### config.mk
export PLATFORM = sky130hd
export DESIGN_NAME = ntm_dot_product
export DESIGN_NICKNAME = d
export VERILOG_FILES = /design/src/hdl/ntm_pkg.sv /design/src/hdl/ntm_dot_product.sv /design/src/hdl/ntm_scalar_fixed_adder.sv /design/src/hdl/ntm_scalar_fixed_multiplier.sv
export SDC_FILE = /design/constraint.sdc
export NUM_CORES = 1
export LEC_CHECK = 0
export BUFFER_PORTS_ARGS = -buffer_cell sky130_fd_sc_hd__buf_2
export CORE_AREA = 2 2 251 253
export CTS_BUF_LIST = sky130_fd_sc_hd__clkbuf_4 sky130_fd_sc_hd__clkbuf_8
export DETAILED_ROUTE_END_ITERATION = 16
export DIE_AREA = 0 0 253 255
export GPL_TIMING_DRIVEN = 0
export PLACE_DENSITY = 0.51
export SYNTH_ARGS = -nofsm -noshare
export SYNTH_HDL_FRONTEND = slang
export SYNTH_SLANG_ARGS = --single-unit
### constraint.sdc
create_clock -name CLK -period 13.6 [get_ports CLK]
set_input_delay 2.72 -clock CLK [delete_from_list [all_inputs] [get_ports CLK]]
set_output_delay 2.72 -clock CLK [all_outputs]
set_load 0.03 [all_outputs]
### src/hdl/ntm_pkg.sv
// Shared widths, fixed-point format, data and length types,
// and saturation limits for the NTM dot product datapath

package ntm_pkg;

  ////////////////////////////////////////////////////////////////////////////
  // Widths and format
  ////////////////////////////////////////////////////////////////////////////

  // Width of every data word
  localparam int DATA_SIZE = 32;

  // Fraction bits, Q15.16 with DATA_SIZE of 32
  localparam int FRAC_BITS = 16;

  // Vector length and element counter width
  localparam int CONTROL_SIZE = 8;

  ////////////////////////////////////////////////////////////////////////////
  // Types
  ////////////////////////////////////////////////////////////////////////////

  // Operands, products, sums
  typedef logic signed [DATA_SIZE-1:0] data_t;

  // Lengths and element index
  typedef logic [CONTROL_SIZE-1:0] control_t;

  // Saturation limits, two's complement extremes
  localparam data_t DATA_MAX = {1'b0, {(DATA_SIZE-1){1'b1}}};
  localparam data_t DATA_MIN = {1'b1, {(DATA_SIZE-1){1'b0}}};

endpackage

### src/hdl/ntm_dot_product.sv
// Fixed-point dot product controller, top level
// Captures operand pairs, runs multiplier and adder, counts elements
`timescale 1ns/1ns

module ntm_dot_product (
  // Global
  input  logic              CLK,
  input  logic              RST,

  // Control
  input  logic              START,
  output logic              READY,

  input  logic              DATA_A_IN_ENABLE,
  input  logic              DATA_B_IN_ENABLE,
  output logic              DATA_OUT_ENABLE,

  // Data
  input  ntm_pkg::control_t LENGTH_IN,
  input  ntm_pkg::data_t    DATA_A_IN,
  input  ntm_pkg::data_t    DATA_B_IN,
  output ntm_pkg::data_t    DATA_OUT
);
  import ntm_pkg::*;

  ////////////////////////////////////////////////////////////////////////////
  // Types and signals
  ////////////////////////////////////////////////////////////////////////////

  typedef enum logic [2:0] {
    STARTER           = 3'd0,
    VECTOR_INITIAL_I  = 3'd1,
    VECTOR_INPUT_I    = 3'd2,
    VECTOR_MULTIPLIER = 3'd3,
    SCALAR_ADDER      = 3'd4,
    VECTOR_UPDATE_I   = 3'd5
  } state_t;

  state_t   state;

  // Element bookkeeping
  control_t length_q;
  control_t index_q;
  logic     last_element;

  // Operand capture
  logic     waiting;
  logic     a_held;
  logic     b_held;
  logic     a_have;
  logic     b_have;
  data_t    a_q;
  data_t    b_q;

  // Running sum
  data_t    sum_q;

  // Multiplier
  logic     mult_start;
  logic     mult_ready;
  data_t    mult_out;

  // Adder
  logic     add_start;
  logic     add_ready;
  data_t    add_out;

  // Operand enables only count in these two states
  assign waiting = (state == VECTOR_INITIAL_I) || (state == VECTOR_INPUT_I);

  // Partner may arrive in the same cycle as the check
  assign a_have = a_held | DATA_A_IN_ENABLE;
  assign b_have = b_held | DATA_B_IN_ENABLE;

  assign last_element = (index_q == length_q - 1'b1);

  ////////////////////////////////////////////////////////////////////////////
  // Controller FSM
  ////////////////////////////////////////////////////////////////////////////

  always_ff @(posedge CLK or posedge RST) begin
    if (RST) begin
      state           <= STARTER;
      READY           <= 1'b0;
      DATA_OUT_ENABLE <= 1'b0;
      DATA_OUT        <= '0;
      mult_start      <= 1'b0;
      add_start       <= 1'b0;
      a_held          <= 1'b0;
      b_held          <= 1'b0;
      length_q        <= '0;
      index_q         <= '0;
    end else begin
      // Strobes default low
      READY           <= 1'b0;
      DATA_OUT_ENABLE <= 1'b0;
      mult_start      <= 1'b0;
      add_start       <= 1'b0;

      if (waiting) begin
        if (DATA_A_IN_ENABLE) begin
          a_held <= 1'b1;
        end
        if (DATA_B_IN_ENABLE) begin
          b_held <= 1'b1;
        end
      end

      case (state)
        STARTER: begin  // Step 0, idle
          if (START) begin
            a_held   <= 1'b0;
            b_held   <= 1'b0;
            length_q <= LENGTH_IN;
            // Empty vector finishes right away
            if (LENGTH_IN == '0) begin
              READY    <= 1'b1;
              DATA_OUT <= '0;
            end else begin
              state <= VECTOR_INITIAL_I;
            end
          end
        end

        VECTOR_INITIAL_I: begin  // Step 1
          index_q <= '0;
          state   <= VECTOR_INPUT_I;
        end

        VECTOR_INPUT_I: begin  // Step 2
          if (a_have && b_have) begin
            a_held     <= 1'b0;
            b_held     <= 1'b0;
            mult_start <= 1'b1;
            state      <= VECTOR_MULTIPLIER;
          end
        end

        VECTOR_MULTIPLIER: begin  // Step 3
          if (mult_ready) begin
            add_start <= 1'b1;
            state     <= SCALAR_ADDER;
          end
        end

        SCALAR_ADDER: begin  // Step 4
          if (add_ready) begin
            state <= VECTOR_UPDATE_I;
          end
        end

        VECTOR_UPDATE_I: begin  // Step 5
          if (last_element) begin
            DATA_OUT <= add_out;
            READY    <= 1'b1;
            state    <= STARTER;
          end else begin
            // Request next pair
            index_q         <= index_q + 1'b1;
            DATA_OUT_ENABLE <= 1'b1;
            state           <= VECTOR_INPUT_I;
          end
        end

        default: begin
          state <= STARTER;
        end
      endcase
    end
  end

  ////////////////////////////////////////////////////////////////////////////
  // Operand and sum registers
  ////////////////////////////////////////////////////////////////////////////

  always_ff @(posedge CLK) begin
    // Later strobe for the same element overwrites
    if (waiting && DATA_A_IN_ENABLE) begin
      a_q <= DATA_A_IN;
    end
    if (waiting && DATA_B_IN_ENABLE) begin
      b_q <= DATA_B_IN;
    end

    if (state == VECTOR_INITIAL_I) begin
      sum_q <= '0;
    end else if (state == VECTOR_UPDATE_I) begin
      sum_q <= add_out;
    end
  end

  ////////////////////////////////////////////////////////////////////////////
  // Arithmetic units
  ////////////////////////////////////////////////////////////////////////////

  // Running sum plus product
  ntm_scalar_fixed_adder scalar_fixed_adder (
    .CLK      (CLK),
    .RST      (RST),
    .START    (add_start),
    .READY    (add_ready),
    .DATA_A_IN(sum_q),
    .DATA_B_IN(mult_out),
    .DATA_OUT (add_out)
  );

  // Element product
  ntm_scalar_fixed_multiplier scalar_fixed_multiplier (
    .CLK      (CLK),
    .RST      (RST),
    .START    (mult_start),
    .READY    (mult_ready),
    .DATA_A_IN(a_q),
    .DATA_B_IN(b_q),
    .DATA_OUT (mult_out)
  );

endmodule

### src/hdl/ntm_scalar_fixed_adder.sv
// Registered saturating signed fixed-point adder
// START strobe in, READY strobe one cycle later
`timescale 1ns/1ns

module ntm_scalar_fixed_adder (
  // Global
  input  logic           CLK,
  input  logic           RST,

  // Control
  input  logic           START,
  output logic           READY,

  // Data
  input  ntm_pkg::data_t DATA_A_IN,
  input  ntm_pkg::data_t DATA_B_IN,
  output ntm_pkg::data_t DATA_OUT
);
  import ntm_pkg::*;

  // One guard bit above the word
  logic signed [DATA_SIZE:0] sum_wide;
  data_t                     sum_sat;

  // Sum and clamp
  always_comb begin
    sum_wide = DATA_A_IN + DATA_B_IN;
    // Guard bit disagrees with sign bit on overflow
    if (sum_wide[DATA_SIZE] != sum_wide[DATA_SIZE-1]) begin
      sum_sat = sum_wide[DATA_SIZE] ? DATA_MIN : DATA_MAX;
    end else begin
      sum_sat = sum_wide[DATA_SIZE-1:0];
    end
  end

  // Strobe follows START by one cycle
  always_ff @(posedge CLK or posedge RST) begin
    if (RST) begin
      READY <= 1'b0;
    end else begin
      READY <= START;
    end
  end

  // Result register, held until the next START
  always_ff @(posedge CLK) begin
    if (START) begin
      DATA_OUT <= sum_sat;
    end
  end

endmodule

### src/hdl/ntm_scalar_fixed_multiplier.sv
// Sequential shift-add signed fixed-point multiplier
// Magnitude product, sign restore, floor rescale and saturation
`timescale 1ns/1ns

module ntm_scalar_fixed_multiplier (
  // Global
  input  logic           CLK,
  input  logic           RST,

  // Control
  input  logic           START,
  output logic           READY,

  // Data
  input  ntm_pkg::data_t DATA_A_IN,
  input  ntm_pkg::data_t DATA_B_IN,
  output ntm_pkg::data_t DATA_OUT
);
  import ntm_pkg::*;

  ////////////////////////////////////////////////////////////////////////////
  // Signals
  ////////////////////////////////////////////////////////////////////////////

  // Control
  logic     busy;
  control_t bit_cnt;
  logic     last_bit;

  // Operand magnitudes, one bit wider so the most negative value fits
  logic signed [DATA_SIZE:0] a_wide;
  logic signed [DATA_SIZE:0] b_wide;

  // Iteration registers
  logic                   result_neg;
  logic [DATA_SIZE-1:0]   mplier_q;
  logic [2*DATA_SIZE-1:0] mcand_q;
  logic [2*DATA_SIZE-1:0] acc_q;
  logic [2*DATA_SIZE-1:0] acc_next;

  // Final stage
  logic signed [2*DATA_SIZE:0] prod_signed;
  logic signed [2*DATA_SIZE:0] prod_scaled;
  data_t                       prod_sat;

  ////////////////////////////////////////////////////////////////////////////
  // Datapath
  ////////////////////////////////////////////////////////////////////////////

  assign last_bit = (bit_cnt == control_t'(DATA_SIZE - 1));

  always_comb begin
    // Sign-extended magnitudes
    a_wide = DATA_A_IN;
    b_wide = DATA_B_IN;
    if (DATA_A_IN[DATA_SIZE-1]) begin
      a_wide = -a_wide;
    end
    if (DATA_B_IN[DATA_SIZE-1]) begin
      b_wide = -b_wide;
    end

    // Add shifted multiplicand where the current multiplier bit is set
    acc_next = acc_q + (mplier_q[0] ? mcand_q : '0);

    // Restore sign, arithmetic shift rounds toward minus infinity
    prod_signed = result_neg ? -$signed({1'b0, acc_next}) : $signed({1'b0, acc_next});
    prod_scaled = prod_signed >>> FRAC_BITS;

    // Clamp to word range
    if (prod_scaled > DATA_MAX) begin
      prod_sat = DATA_MAX;
    end else if (prod_scaled < DATA_MIN) begin
      prod_sat = DATA_MIN;
    end else begin
      prod_sat = prod_scaled[DATA_SIZE-1:0];
    end
  end

  ////////////////////////////////////////////////////////////////////////////
  // Control
  ////////////////////////////////////////////////////////////////////////////

  // One load cycle, then DATA_SIZE iterations, READY with the last one
  always_ff @(posedge CLK or posedge RST) begin
    if (RST) begin
      busy    <= 1'b0;
      bit_cnt <= '0;
      READY   <= 1'b0;
    end else begin
      READY <= 1'b0;
      if (!busy) begin
        if (START) begin
          busy    <= 1'b1;
          bit_cnt <= '0;
        end
      end else begin
        bit_cnt <= bit_cnt + 1'b1;
        if (last_bit) begin
          busy  <= 1'b0;
          READY <= 1'b1;
        end
      end
    end
  end

  // Operand load and shift-add iteration
  always_ff @(posedge CLK) begin
    if (!busy && START) begin
      result_neg <= DATA_A_IN[DATA_SIZE-1] ^ DATA_B_IN[DATA_SIZE-1];
      // Magnitude of at most 2**(DATA_SIZE-1) fits unsigned
      mplier_q   <= b_wide[DATA_SIZE-1:0];
      mcand_q    <= {{(DATA_SIZE-1){1'b0}}, a_wide};
      acc_q      <= '0;
    end else if (busy) begin
      acc_q    <= acc_next;
      mplier_q <= mplier_q >> 1;
      mcand_q  <= mcand_q << 1;
      // Result held after READY
      if (last_bit) begin
        DATA_OUT <= prod_sat;
      end
    end
  end

endmodule

After elaboration in Yosys (flattened, before gate mapping):

Index checks and enable logic that the tools add are counted.

* flip-flop bits (word level): 389
* input port bits: 77
* output and inout bits: 34
* word-level logic and storage cells: 122

* $add $sub $neg: 8
* magnitude comparators: 2
* equality and inequality tests: 16
* multiplexer cells: 51
* bitwise operators: 4
* reductions and logical operators: 17

Operators by type and width (count)
* 32-bit 2-to-1 mux: 9
* 33-bit 2-to-1 mux: 3
* 65-bit 2-to-1 mux: 1
* 64-bit negation with 65-bit output: 1
* 64-bit adder: 1
* 64-bit 2-to-1 mux: 1
* 32-bit case mux with 2 select lines: 1
* 49-bit by 32-bit > comparator with 1-bit output (second input constant): 1
* 49-bit by 32-bit < comparator with 1-bit output (second input constant): 1
* 32-bit by 32-bit adder with 33-bit output: 1
* 32-bit negation with 33-bit output: 1
* 32-bit negation: 1
* 8-bit 2-to-1 mux: 3
* 1-bit 2-to-1 mux: 22
* 3-bit case mux with 6 select lines: 1
* 8-bit by 1-bit adder with 8-bit output (second input constant): 2
* 8-bit case mux with 2 select lines: 1
* 3-bit 2-to-1 mux: 5
* 2-bit != test (second input constant): 5
* 8-bit by 5-bit equality test with 1-bit output (second input constant): 1
* 8-bit equality test: 1
* 8-bit logical NOT: 1
* 2-bit nonzero test: 4
* 8-bit by 1-bit subtractor with 8-bit output (second input constant): 1
* 18 further kinds: 29

Logic depth before layout (Yosys ltp):

Gate-level depths: netlist (run 1).

* word-level depth: 6
* gate-level depth with buffers: 27
* depth with buffers taken out: 20

Hierarchy:

A second synthesis (run 1) with hierarchy kept.

* cells, all modules: 2681
* area total of the unflattened synthesis: 24160.7 sq um

Modules (own cells, without submodules)
* ntm_scalar_fixed_multiplier: instances 1, cells each 1845, area each 15215.8 sq um, sequential area each 5094.9 sq um
* ntm_dot_product: instances 1, cells each 490, area each 5705.5 sq um, sequential area each 3988.8 sq um
* ntm_scalar_fixed_adder: instances 1, cells each 346, area each 3239.4 sq um, sequential area each 985.9 sq um

Least setup slack after synthesis (run 1):

OpenSTA, ideal clock, no wires.

* path type: reg-to-reg
* start point: register scalar_fixed_multiplier.mplier_q[0]
* end point: register scalar_fixed_multiplier.DATA_OUT[13], data pin
* setup time: 158 ps
* arrival time: 6820 ps
* required time: 13442 ps
* path slack: 6622 ps
* stages on the path, launching flop included: 26
* buffers on the path: 5
* clock period less this slack: 6978 ps
* path through: edfxtp_1 clkbuf_1 clkbuf_1 and2_1 ha_1 fa_1 a211oi_1 nor2_1 o32ai_4 xnor2_1 or4_1 nor4_2 nand4b_1 nand2b_4 or4_4 buf_6 or4_1 buf_2 or4_1 buf_2 o31a_1 a2111oi_2 nand4_2 a21o_1 or4_1 o211ai_1

* cells in the longest elaborated chain, start to end: 6
* elaborated cells on any way between the ends: 7
* classes of those cells: 2 x add/sub; 2 x order compare; 3 x mux

RTL lines
* from (decl): line ntm_scalar_fixed_multiplier.sv:36 `logic [DATA_SIZE-1:0] mplier_q;`
* from (signal assigned): line ntm_scalar_fixed_multiplier.sv:112 `mplier_q <= b_wide[DATA_SIZE-1:0];`
* from (signal assigned): line ntm_scalar_fixed_multiplier.sv:117 `mplier_q <= mplier_q >> 1;`
* 64-bit 2-to-1 mux (*): line ntm_scalar_fixed_multiplier.sv:64 `acc_next = acc_q + (mplier_q[0] ? mcand_q : '0);`
* 64-bit adder (*): line ntm_scalar_fixed_multiplier.sv:64
* 64-bit negation with 65-bit output: line ntm_scalar_fixed_multiplier.sv:67 `prod_signed = result_neg ? -$signed({1'b0, acc_next}) : $signed({1'b0, acc_next});`
* 65-bit 2-to-1 mux (*): line ntm_scalar_fixed_multiplier.sv:67
* 49-bit by 32-bit < comparator with 1-bit output: line ntm_scalar_fixed_multiplier.sv:73 `end else if (prod_scaled < DATA_MIN) begin`
* 32-bit 2-to-1 mux: line ntm_scalar_fixed_multiplier.sv:73
* to (signal assigned): line ntm_scalar_fixed_multiplier.sv:121 `DATA_OUT <= prod_sat;`
* to (decl): line ntm_scalar_fixed_multiplier.sv:17 `output ntm_pkg::data_t DATA_OUT`

Mark *: on every way between the ends. The rest lies on a longest branch, timed or not.
A chain may end at the register's enable or synchronous reset.

Final worst setup path (run 1):

* start point: register scalar_fixed_multiplier.mplier_q[0]
* end point: register scalar_fixed_multiplier.DATA_OUT[6], data pin

Same word-level chain as after synthesis.

==> results of run 1 <==
metrics by stage:
step | instance area [µm²] | setup slack, ps | hold slack (ps)
floorplan | 22700 | 6620 | 427
global placement | 24300 | 4540 | 442
detailed placement | 24300 | 4440 | 438
CTS | 25800 | 4400 | 447
global route | 25900 | 3900 | 471
finish | 25900 | 4420 | 445
cell type report:
cell class                      count  area (µm²)  area share [%]
Antenna cell                        1        2.50         0.00968
Timing Repair Buffer              115         628            2.43
Clock buffer                      110        1330            5.15
Buffer                            135         523            2.02
Inverter                           46         175           0.678
Multi-Input combinational cell   1963       11900            46.2
Clock inverter                     24         173           0.668
Sequential cell                   389       10100            39.0
Tap cell                          799        1000            3.87
state kept, by name, indices dropped and copies added (netlist names), 3 cells and up:
register	flops
scalar_fixed_multiplier.acc_q	64
a_q	32
scalar_fixed_multiplier.DATA_OUT	32
scalar_fixed_multiplier.bit_cnt	8
index_q	8
sum_q	32
scalar_fixed_multiplier.mcand_q	64
b_q	32
length_q	8
state	3
scalar_fixed_adder.DATA_OUT	32
DATA_OUT	32
scalar_fixed_multiplier.mplier_q	32
synth_stat cells (44+ instances only):
library cell,n
nor3_1,44
and2_1,85
nand2_1,487
nor2_1,105
dfxtp_1,127
ha_1,100
a21oi_1,133
clkbuf_1,122
edfxtp_1,194
xnor2_1,55
dfrtp_1,68
o21ai_0,282
nand3_1,47
xor2_1,95
inv_1,46
cell families (layout without fill, tap and decap cells):
logic type,Yosys count,in the layout
AOI/OAI and AO/OA,721,721
xor gates and xnor gates,150,150
adders and majority gates,104,104
buffers and inverters,181,430
DFF,389,389
muxes,19,19
other,0,1
and+or+nand+nor,969,969
worst min-delay path, stage by stage, from the launching register on:
cell     delay [ps]
dfxtp_1         310
nand2_1          50
nand2_1          40
routing by layer:
metal  up-vias  share of wire (%)
li1       9617                  -
met1      9179                 44
met3       127                4.3
met5         -                  0
met4         0                3.7
met2       487                 48
power breakdown:
part / switching [W] / total, W / internal, W
sequential: 0.000179 / 0.00178 / 0.00160
clock: 0.000534 / 0.00119 / 0.000653
combinational: 0.00158 / 0.00230 / 0.000728
worst min path at each step:
stage,to,depth (start not counted),startpoint,slack (ps)
after floorplan,scalar_fixed_multiplier.acc_q[13],2,scalar_fixed_multiplier.acc_q[13],430
after global placement,scalar_fixed_multiplier.acc_q[13],2,scalar_fixed_multiplier.acc_q[13],440
after detailed placement,scalar_fixed_multiplier.acc_q[13],2,scalar_fixed_multiplier.acc_q[13],440
after CTS,scalar_fixed_multiplier.acc_q[13],2,scalar_fixed_multiplier.acc_q[13],450
after global routing,scalar_fixed_multiplier.acc_q[13],2,scalar_fixed_multiplier.acc_q[13],470
final,scalar_fixed_multiplier.acc_q[13],2,scalar_fixed_multiplier.acc_q[13],440
==> results.py, run 1 <==
metrics = {
    "status": {
        "outcome": "finished clean",
    },
    "logic_synthesis": {
        "ys_seq_area_share_pct": 44.3,
        "yosys_warnings": 0,
        "synth_seq_cells": 389,
        "synth_xor_area_share_pct": 5.79,
        "synth.avg_cell_area_um2": 8.96,
        "ys_types": 82,
        "syn_nets": 2712,
        "synth_top_area_share_pct": 25.7,
        "netlist_area_um2": 22700,
        "syn_inst": 2533,
        "yosysTopAreaCell": "edfxtp_1",
        "synth_flop_cell": "edfxtp_1",
        "synth.area.top_cells": "edfxtp_1, dfxtp_1, nand2_1",
        "async_reset_ff_share_pct": 17.5,
        "yosys.area_share.simple_pct": 20.0,
        "synth_fa_ha_area_share_pct": 5.77,
        "synth_enable_flop_cells": 194,
        "synth_top_family_by_area": "compound AO/OA/AOI/OAI gates",
        "synth_compound_area_share_pct": 20.2,
        "muxShareOfSynthArea_pct": 0.882,
    },
    "clock_tree": {
        "cts.sinks": 389,
        "cts_tree": "built",
        "clockBufferDepth": 3,
        "cts_hold_buf": 0,
        "cts_resized": 0,
        "clk_pin_slew_ps": 60,
        "cts_root_buffer": "clkbuf_8",
        "clk_latency_ps": 670,
        "post_cts_buffers": 0,
        "htreeDepth": 3,
        "cts_made_buffers": 73,
    },
    "worst_setup_path": {
        "reg2reg_from": "scalar_fixed_multiplier.mplier_q[0]",
        "crit_end": "scalar_fixed_multiplier.DATA_OUT[6]",
        "critical-path-max-stage-delay_ps": 880,
        "cp_max_fo": 10,
        "cp_top_family": "simple AND/OR/NAND/NOR gates",
        "worst_path_max_delay_cell": "a2111oi_0",
        "end_kind": "flop",
        "startpoint": "scalar_fixed_multiplier.mplier_q[0]",
        "reg2reg_to": "scalar_fixed_multiplier.DATA_OUT[6]",
        "crit_buf_inv": 7,
        "arrival_ps": 9550,
        "crit_type": "flop to flop",
        "crit_required_ps": 13970,
        "rrSetupSlack_ps": 4420,
        "startpoint_type": "flop",
        "cp.depth": 25,
        "reg2reg_depth": 25,
    },
    "global_route": {
        "busiest_layer": "met2",
        "grt_pass1_wl_um": 105000,
        "grt_max_degree": 42,
        "grt_use_met3_pct": 2.92,
        "track_usage_pct": 20.6,
        "first_global_vias": 19100,
        "use_met2_pct": 35.4,
        "grt_remaining_overflow": 0,
        "met1_usage_pct": 26.1,
        "grt_antenna_before_repair": 0,
    },
    "detailed_routing": {
        "viasPerCell": 5.42,
        "drt_iter0_drc": 1219,
        "drc_errors": 0,
        "antenna_left": 0,
        "dr.pass1.iters": 5,
        "wl_um": 66400,
        "wire_per_inst_um": 18.5,
        "vias": 19400,
    },
    "floorplanning": {
        "start_util_pct": 36.5,
        "num_io_pins": 111,
        "core.rowCount": 92,
        "chipHeight_um": 255,
        "core_region_area_um2": 62200,
        "die_area_um2": 64500,
        "die_w_um": 253,
    },
    "layout": {
        "fillCellCount": 6205,
        "post_route_cells_drive_above_1_share_pct": 11.1,
        "final_cells": 3582,
        "final_core_util_pct": 41.6,
        "fin_nets": 2902,
        "syn2layout_area_growth_pct": 13.9,
        "mostFrequentLayoutCells": "nand2_1, o21ai_0, edfxtp_1",
        "layout_commonest_cell": "nand2_1",
    },
    "sta": {
        "rsz0062_at_grt": "false",
        "max-slew-margin-rel_pct": 15.3,
        "min_period_over_period_pct": 67.5,
        "slew_violations": 0,
        "finClkSkew_ps": 43.0,
        "max_freq_mhz": 109,
        "min_period_ps": 9180,
        "tns_ps": 0,
        "finalHoldViolations": 0,
        "worst_slew_pin_slew_ps": 1250,
        "finalSetupViolCount": 0,
    },
    "placement": {
        "place.gp.congestion": 0.941,
        "dp_hpwl_um": 51100,
        "numPortBuffers": 110,
        "placed_cells": 3447,
    },
    "min_path": {
        "hold_path_class": "flop to flop",
    },
    "power": {
        "vdd_drop_max_mv": 0.0885,
        "total_leakage_power_nw": 10.3,
        "p_total_w": 0.00527,
        "power_density_nw_per_um2": 204,
    },
    "run": {
        "cap_violations": 0,
    },
}
No activity file was read; power rests on OpenSTA's default activity.
==> run 2, diff against run 1 <==
--- a/config.mk
+++ b/config.mk
@@ -5,11 +5,12 @@
 export SDC_FILE = /design/constraint.sdc
 export NUM_CORES = 1
 export LEC_CHECK = 0
+export ABC_AREA = 1
 export BUFFER_PORTS_ARGS = -buffer_cell sky130_fd_sc_hd__buf_2
-export CORE_AREA = 2 2 251 253
+export CORE_AREA = 2 2 266 268
 export CTS_BUF_LIST = sky130_fd_sc_hd__clkbuf_4 sky130_fd_sc_hd__clkbuf_8
 export DETAILED_ROUTE_END_ITERATION = 16
-export DIE_AREA = 0 0 253 255
+export DIE_AREA = 0 0 268 270
 export GPL_TIMING_DRIVEN = 0
 export PLACE_DENSITY = 0.51
 export SYNTH_ARGS = -nofsm -noshare
==> constraint.sdc (replaced) <==
create_clock -name CLK -period 8.8 [get_ports CLK]
set_input_delay 1.76 -clock CLK [delete_from_list [all_inputs] [get_ports CLK]]
set_output_delay 1.76 -clock CLK [all_outputs]
set_load 0.03 [all_outputs]
==> run 2 against run 1 <==
  * First-iteration DRC count up 6.8%
  * Register-to-register slack worse by 1300 ps
  * Largest power group unchanged
  * Highest routed layer unchanged
  * Sequential power rose by 68%
  * Sequential share of layout area down 4.1 points
  * Worst setup slack got worse by 1300 ps
  * Count of clock-buffer cells in the layout is the same
  * Critical path type unchanged
  * Via count is 18% higher
  * Total power is 110% higher
  * Synthesized area is 12% higher
==> results.py, run 2 <==
metrics = {
    "worst_setup_path": {
        "startpoint": "scalar_fixed_multiplier.mplier_q[0]",
        "rrSetupSlack_ps": 3120,
        "end_kind": "flop",
        "reg2reg_from": "scalar_fixed_multiplier.mplier_q[0]",
        "crit_type": "flop to flop",
        "arrival_ps": 6080,
        "worst_path_max_delay_cell": "clkbuf_1",
        "path_common_cell": "nand2_1",
        "critical-path-max-stage-delay_ps": 660,
        "startpoint_type": "flop",
        "crit_required_ps": 9200,
        "cp_max_fo": 10,
    },
    "floorplanning": {
        "chipHeight_um": 270,
        "core_region_area_um2": 69500,
        "start_util_pct": 36.6,
        "core.rowCount": 97,
        "die_area_um2": 72400,
        "num_io_pins": 111,
        "die_w_um": 268,
    },
    "placement": {
        "dp_hpwl_um": 61400,
        "numPortBuffers": 110,
        "place.gp.congestion": 0.941,
        "placed_cells": 4708,
    },
    "logic_synthesis": {
        "synth.area.top_cells": "edfxtp_1, nand2_1, dfxtp_1",
        "yosys-top-cells-count": "nand2_1, inv_1, nor2_1, o21ai_0, edfxtp_1",
        "yosysTopAreaCell": "edfxtp_1",
        "yosys_warnings": 0,
        "yosysMostFrequentCell": "nand2_1",
        "syn_inst": 3653,
        "ys_types": 56,
        "synth_flop_cell": "edfxtp_1",
        "syn_nets": 3832,
        "ys_seq_area_share_pct": 39.5,
        "synth_enable_flop_cells": 194,
        "synth_seq_cells": 389,
        "synth_top_area_share_pct": 22.9,
        "async_reset_ff_share_pct": 17.5,
        "synth.avg_cell_area_um2": 6.97,
        "netlist_area_um2": 25500,
    },
    "sta": {
        "slew_violations": 0,
        "finalSetupViolCount": 0,
        "tns_ps": 0,
        "min_period_ps": 5680,
        "rsz0062_at_grt": "false",
        "finClkSkew_ps": 26.2,
        "worst_slew_pin_slew_ps": 1280,
        "max-slew-margin-rel_pct": 15.0,
        "min_period_over_period_pct": 64.6,
        "finalHoldViolations": 0,
        "max_freq_mhz": 176,
    },
    "power": {
        "power_density_nw_per_um2": 385,
        "total_leakage_power_nw": 14.2,
        "p_total_w": 0.0111,
        "vdd_drop_max_mv": 0.145,
    },
    "clock_tree": {
        "cts_made_buffers": 71,
        "cts_root_buffer": "clkbuf_8",
        "clk_latency_ps": 680,
        "post_cts_buffers": 0,
        "cts_hold_buf": 0,
        "clockBufferDepth": 3,
        "clk_pin_slew_ps": 60,
        "cts_tree": "built",
        "cts.sinks": 389,
        "cts_resized": 0,
        "htreeDepth": 3,
    },
    "detailed_routing": {
        "vias": 22800,
        "wl_um": 74800,
        "wire_per_inst_um": 15.5,
        "viasPerCell": 4.71,
        "dr.pass1.iters": 8,
        "drc_errors": 0,
        "drt_iter0_drc": 1302,
        "antenna_left": 0,
    },
    "global_route": {
        "use_met2_pct": 35.6,
        "grt_max_degree": 62,
        "first_global_vias": 22300,
        "grt_remaining_overflow": 0,
        "grt_pass1_wl_um": 119000,
        "grt_antenna_before_repair": 2,
        "busiest_layer": "met2",
        "met1_usage_pct": 27.5,
        "grt_use_met3_pct": 2.74,
        "track_usage_pct": 20.9,
    },
    "status": {
        "outcome": "finished clean",
    },
    "layout": {
        "multi_input_comb_area_um2": 12900,
        "seqCellArea_um2": 10100,
        "final_cells": 4841,
        "final_core_util_pct": 41.5,
        "syn2layout_area_growth_pct": 13.5,
        "fin_nets": 4020,
        "post_route_cells_drive_above_1_share_pct": 8.52,
        "fillCellCount": 7502,
        "reg.largest.list": "scalar_fixed_multiplier.acc_q x64, scalar_fixed_multiplier.mcand_q x64",
        "mostFrequentLayoutCells": "nand2_1, inv_1, nor2_1",
        "layout_commonest_cell": "nand2_1",
    },
    "min_path": {
        "hold_start": "scalar_fixed_multiplier.acc_q[0]",
        "hold_path_class": "flop to flop",
    },
    "run": {
        "cap_violations": 0,
    },
}
-- run 2: cells by family (layout without fill, tap and decap cells) --
kind of cell | count (synthesis) | count (layout) | share of synthesized area, %
fa+ha+maj | 102 | 102 | 5.07
flops | 389 | 389 | 39.5
compound gates | 494 | 494 | 10.3
simple gates | 1880 | 1880 | 30.6
buf+inv | 651 | 896 | 9.78
other cells | 0 | 3 | 0
xor+xnor | 137 | 137 | 4.71
-- run 2: per-layer routing --
| metal | up-vias | part of all wire [%] |
|---|---|---|
| met4 | 0 | 3.0 |
| met2 | 451 | 46 |
| met1 | 10200 | 46 |
| met5 | - | 0 |
| li1 | 12000 | - |
| met3 | 131 | 4.2 |
-- run 2: where the power goes --
part,switching (W),total [W],internal [W]
logic,0.00441,0.00628,0.00187
registers,0.000334,0.00299,0.00266
clock network,0.000808,0.00187,0.00106
-- run 2: layout make-up --
cell class / count / share of cell area (%)
multi-input combinational: 2613 / 44.7
sequential: 389 / 34.9
inverter: 570 / 7.41
clock buffer: 110 / 4.70
tap: 940 / 4.07
timing repair buffer: 115 / 2.24
buffer: 81 / 1.23
clock inverter: 20 / 0.732
antenna: 3 / 0.0260
-- run 2: worst max-delay path, delay by kind of cell, from the launching register on --
family	cells	cell delay [ps]
buffers and inverters	7	1870
adders and majority gates	1	290
and+or+nand+nor	24	2890
DFF	1	320
-- run 2: worst paths after layout --
check	to	depth (start not counted)
min in group asynchronous	b_held	2
worst min register to register	scalar_fixed_multiplier.acc_q[0]	2
max in group asynchronous	DATA_OUT[23]	3
worst max-delay path	scalar_fixed_multiplier.DATA_OUT[25]	32
worst max register to register	scalar_fixed_multiplier.DATA_OUT[25]	32
worst min-delay path	scalar_fixed_multiplier.acc_q[0]	2
-- run 2: through the flow --
stage          hold slack [ps]  instance area (µm²)  setup slack [ps]
3_3_place_gp               447                27200              3200
2_1_floorplan              425                25500              4880
4_1_cts                    458                28900              3100
6_report                   454                28900              3120
5_1_grt                    475                28900              2590
3_5_place_dp               449                27300              3140
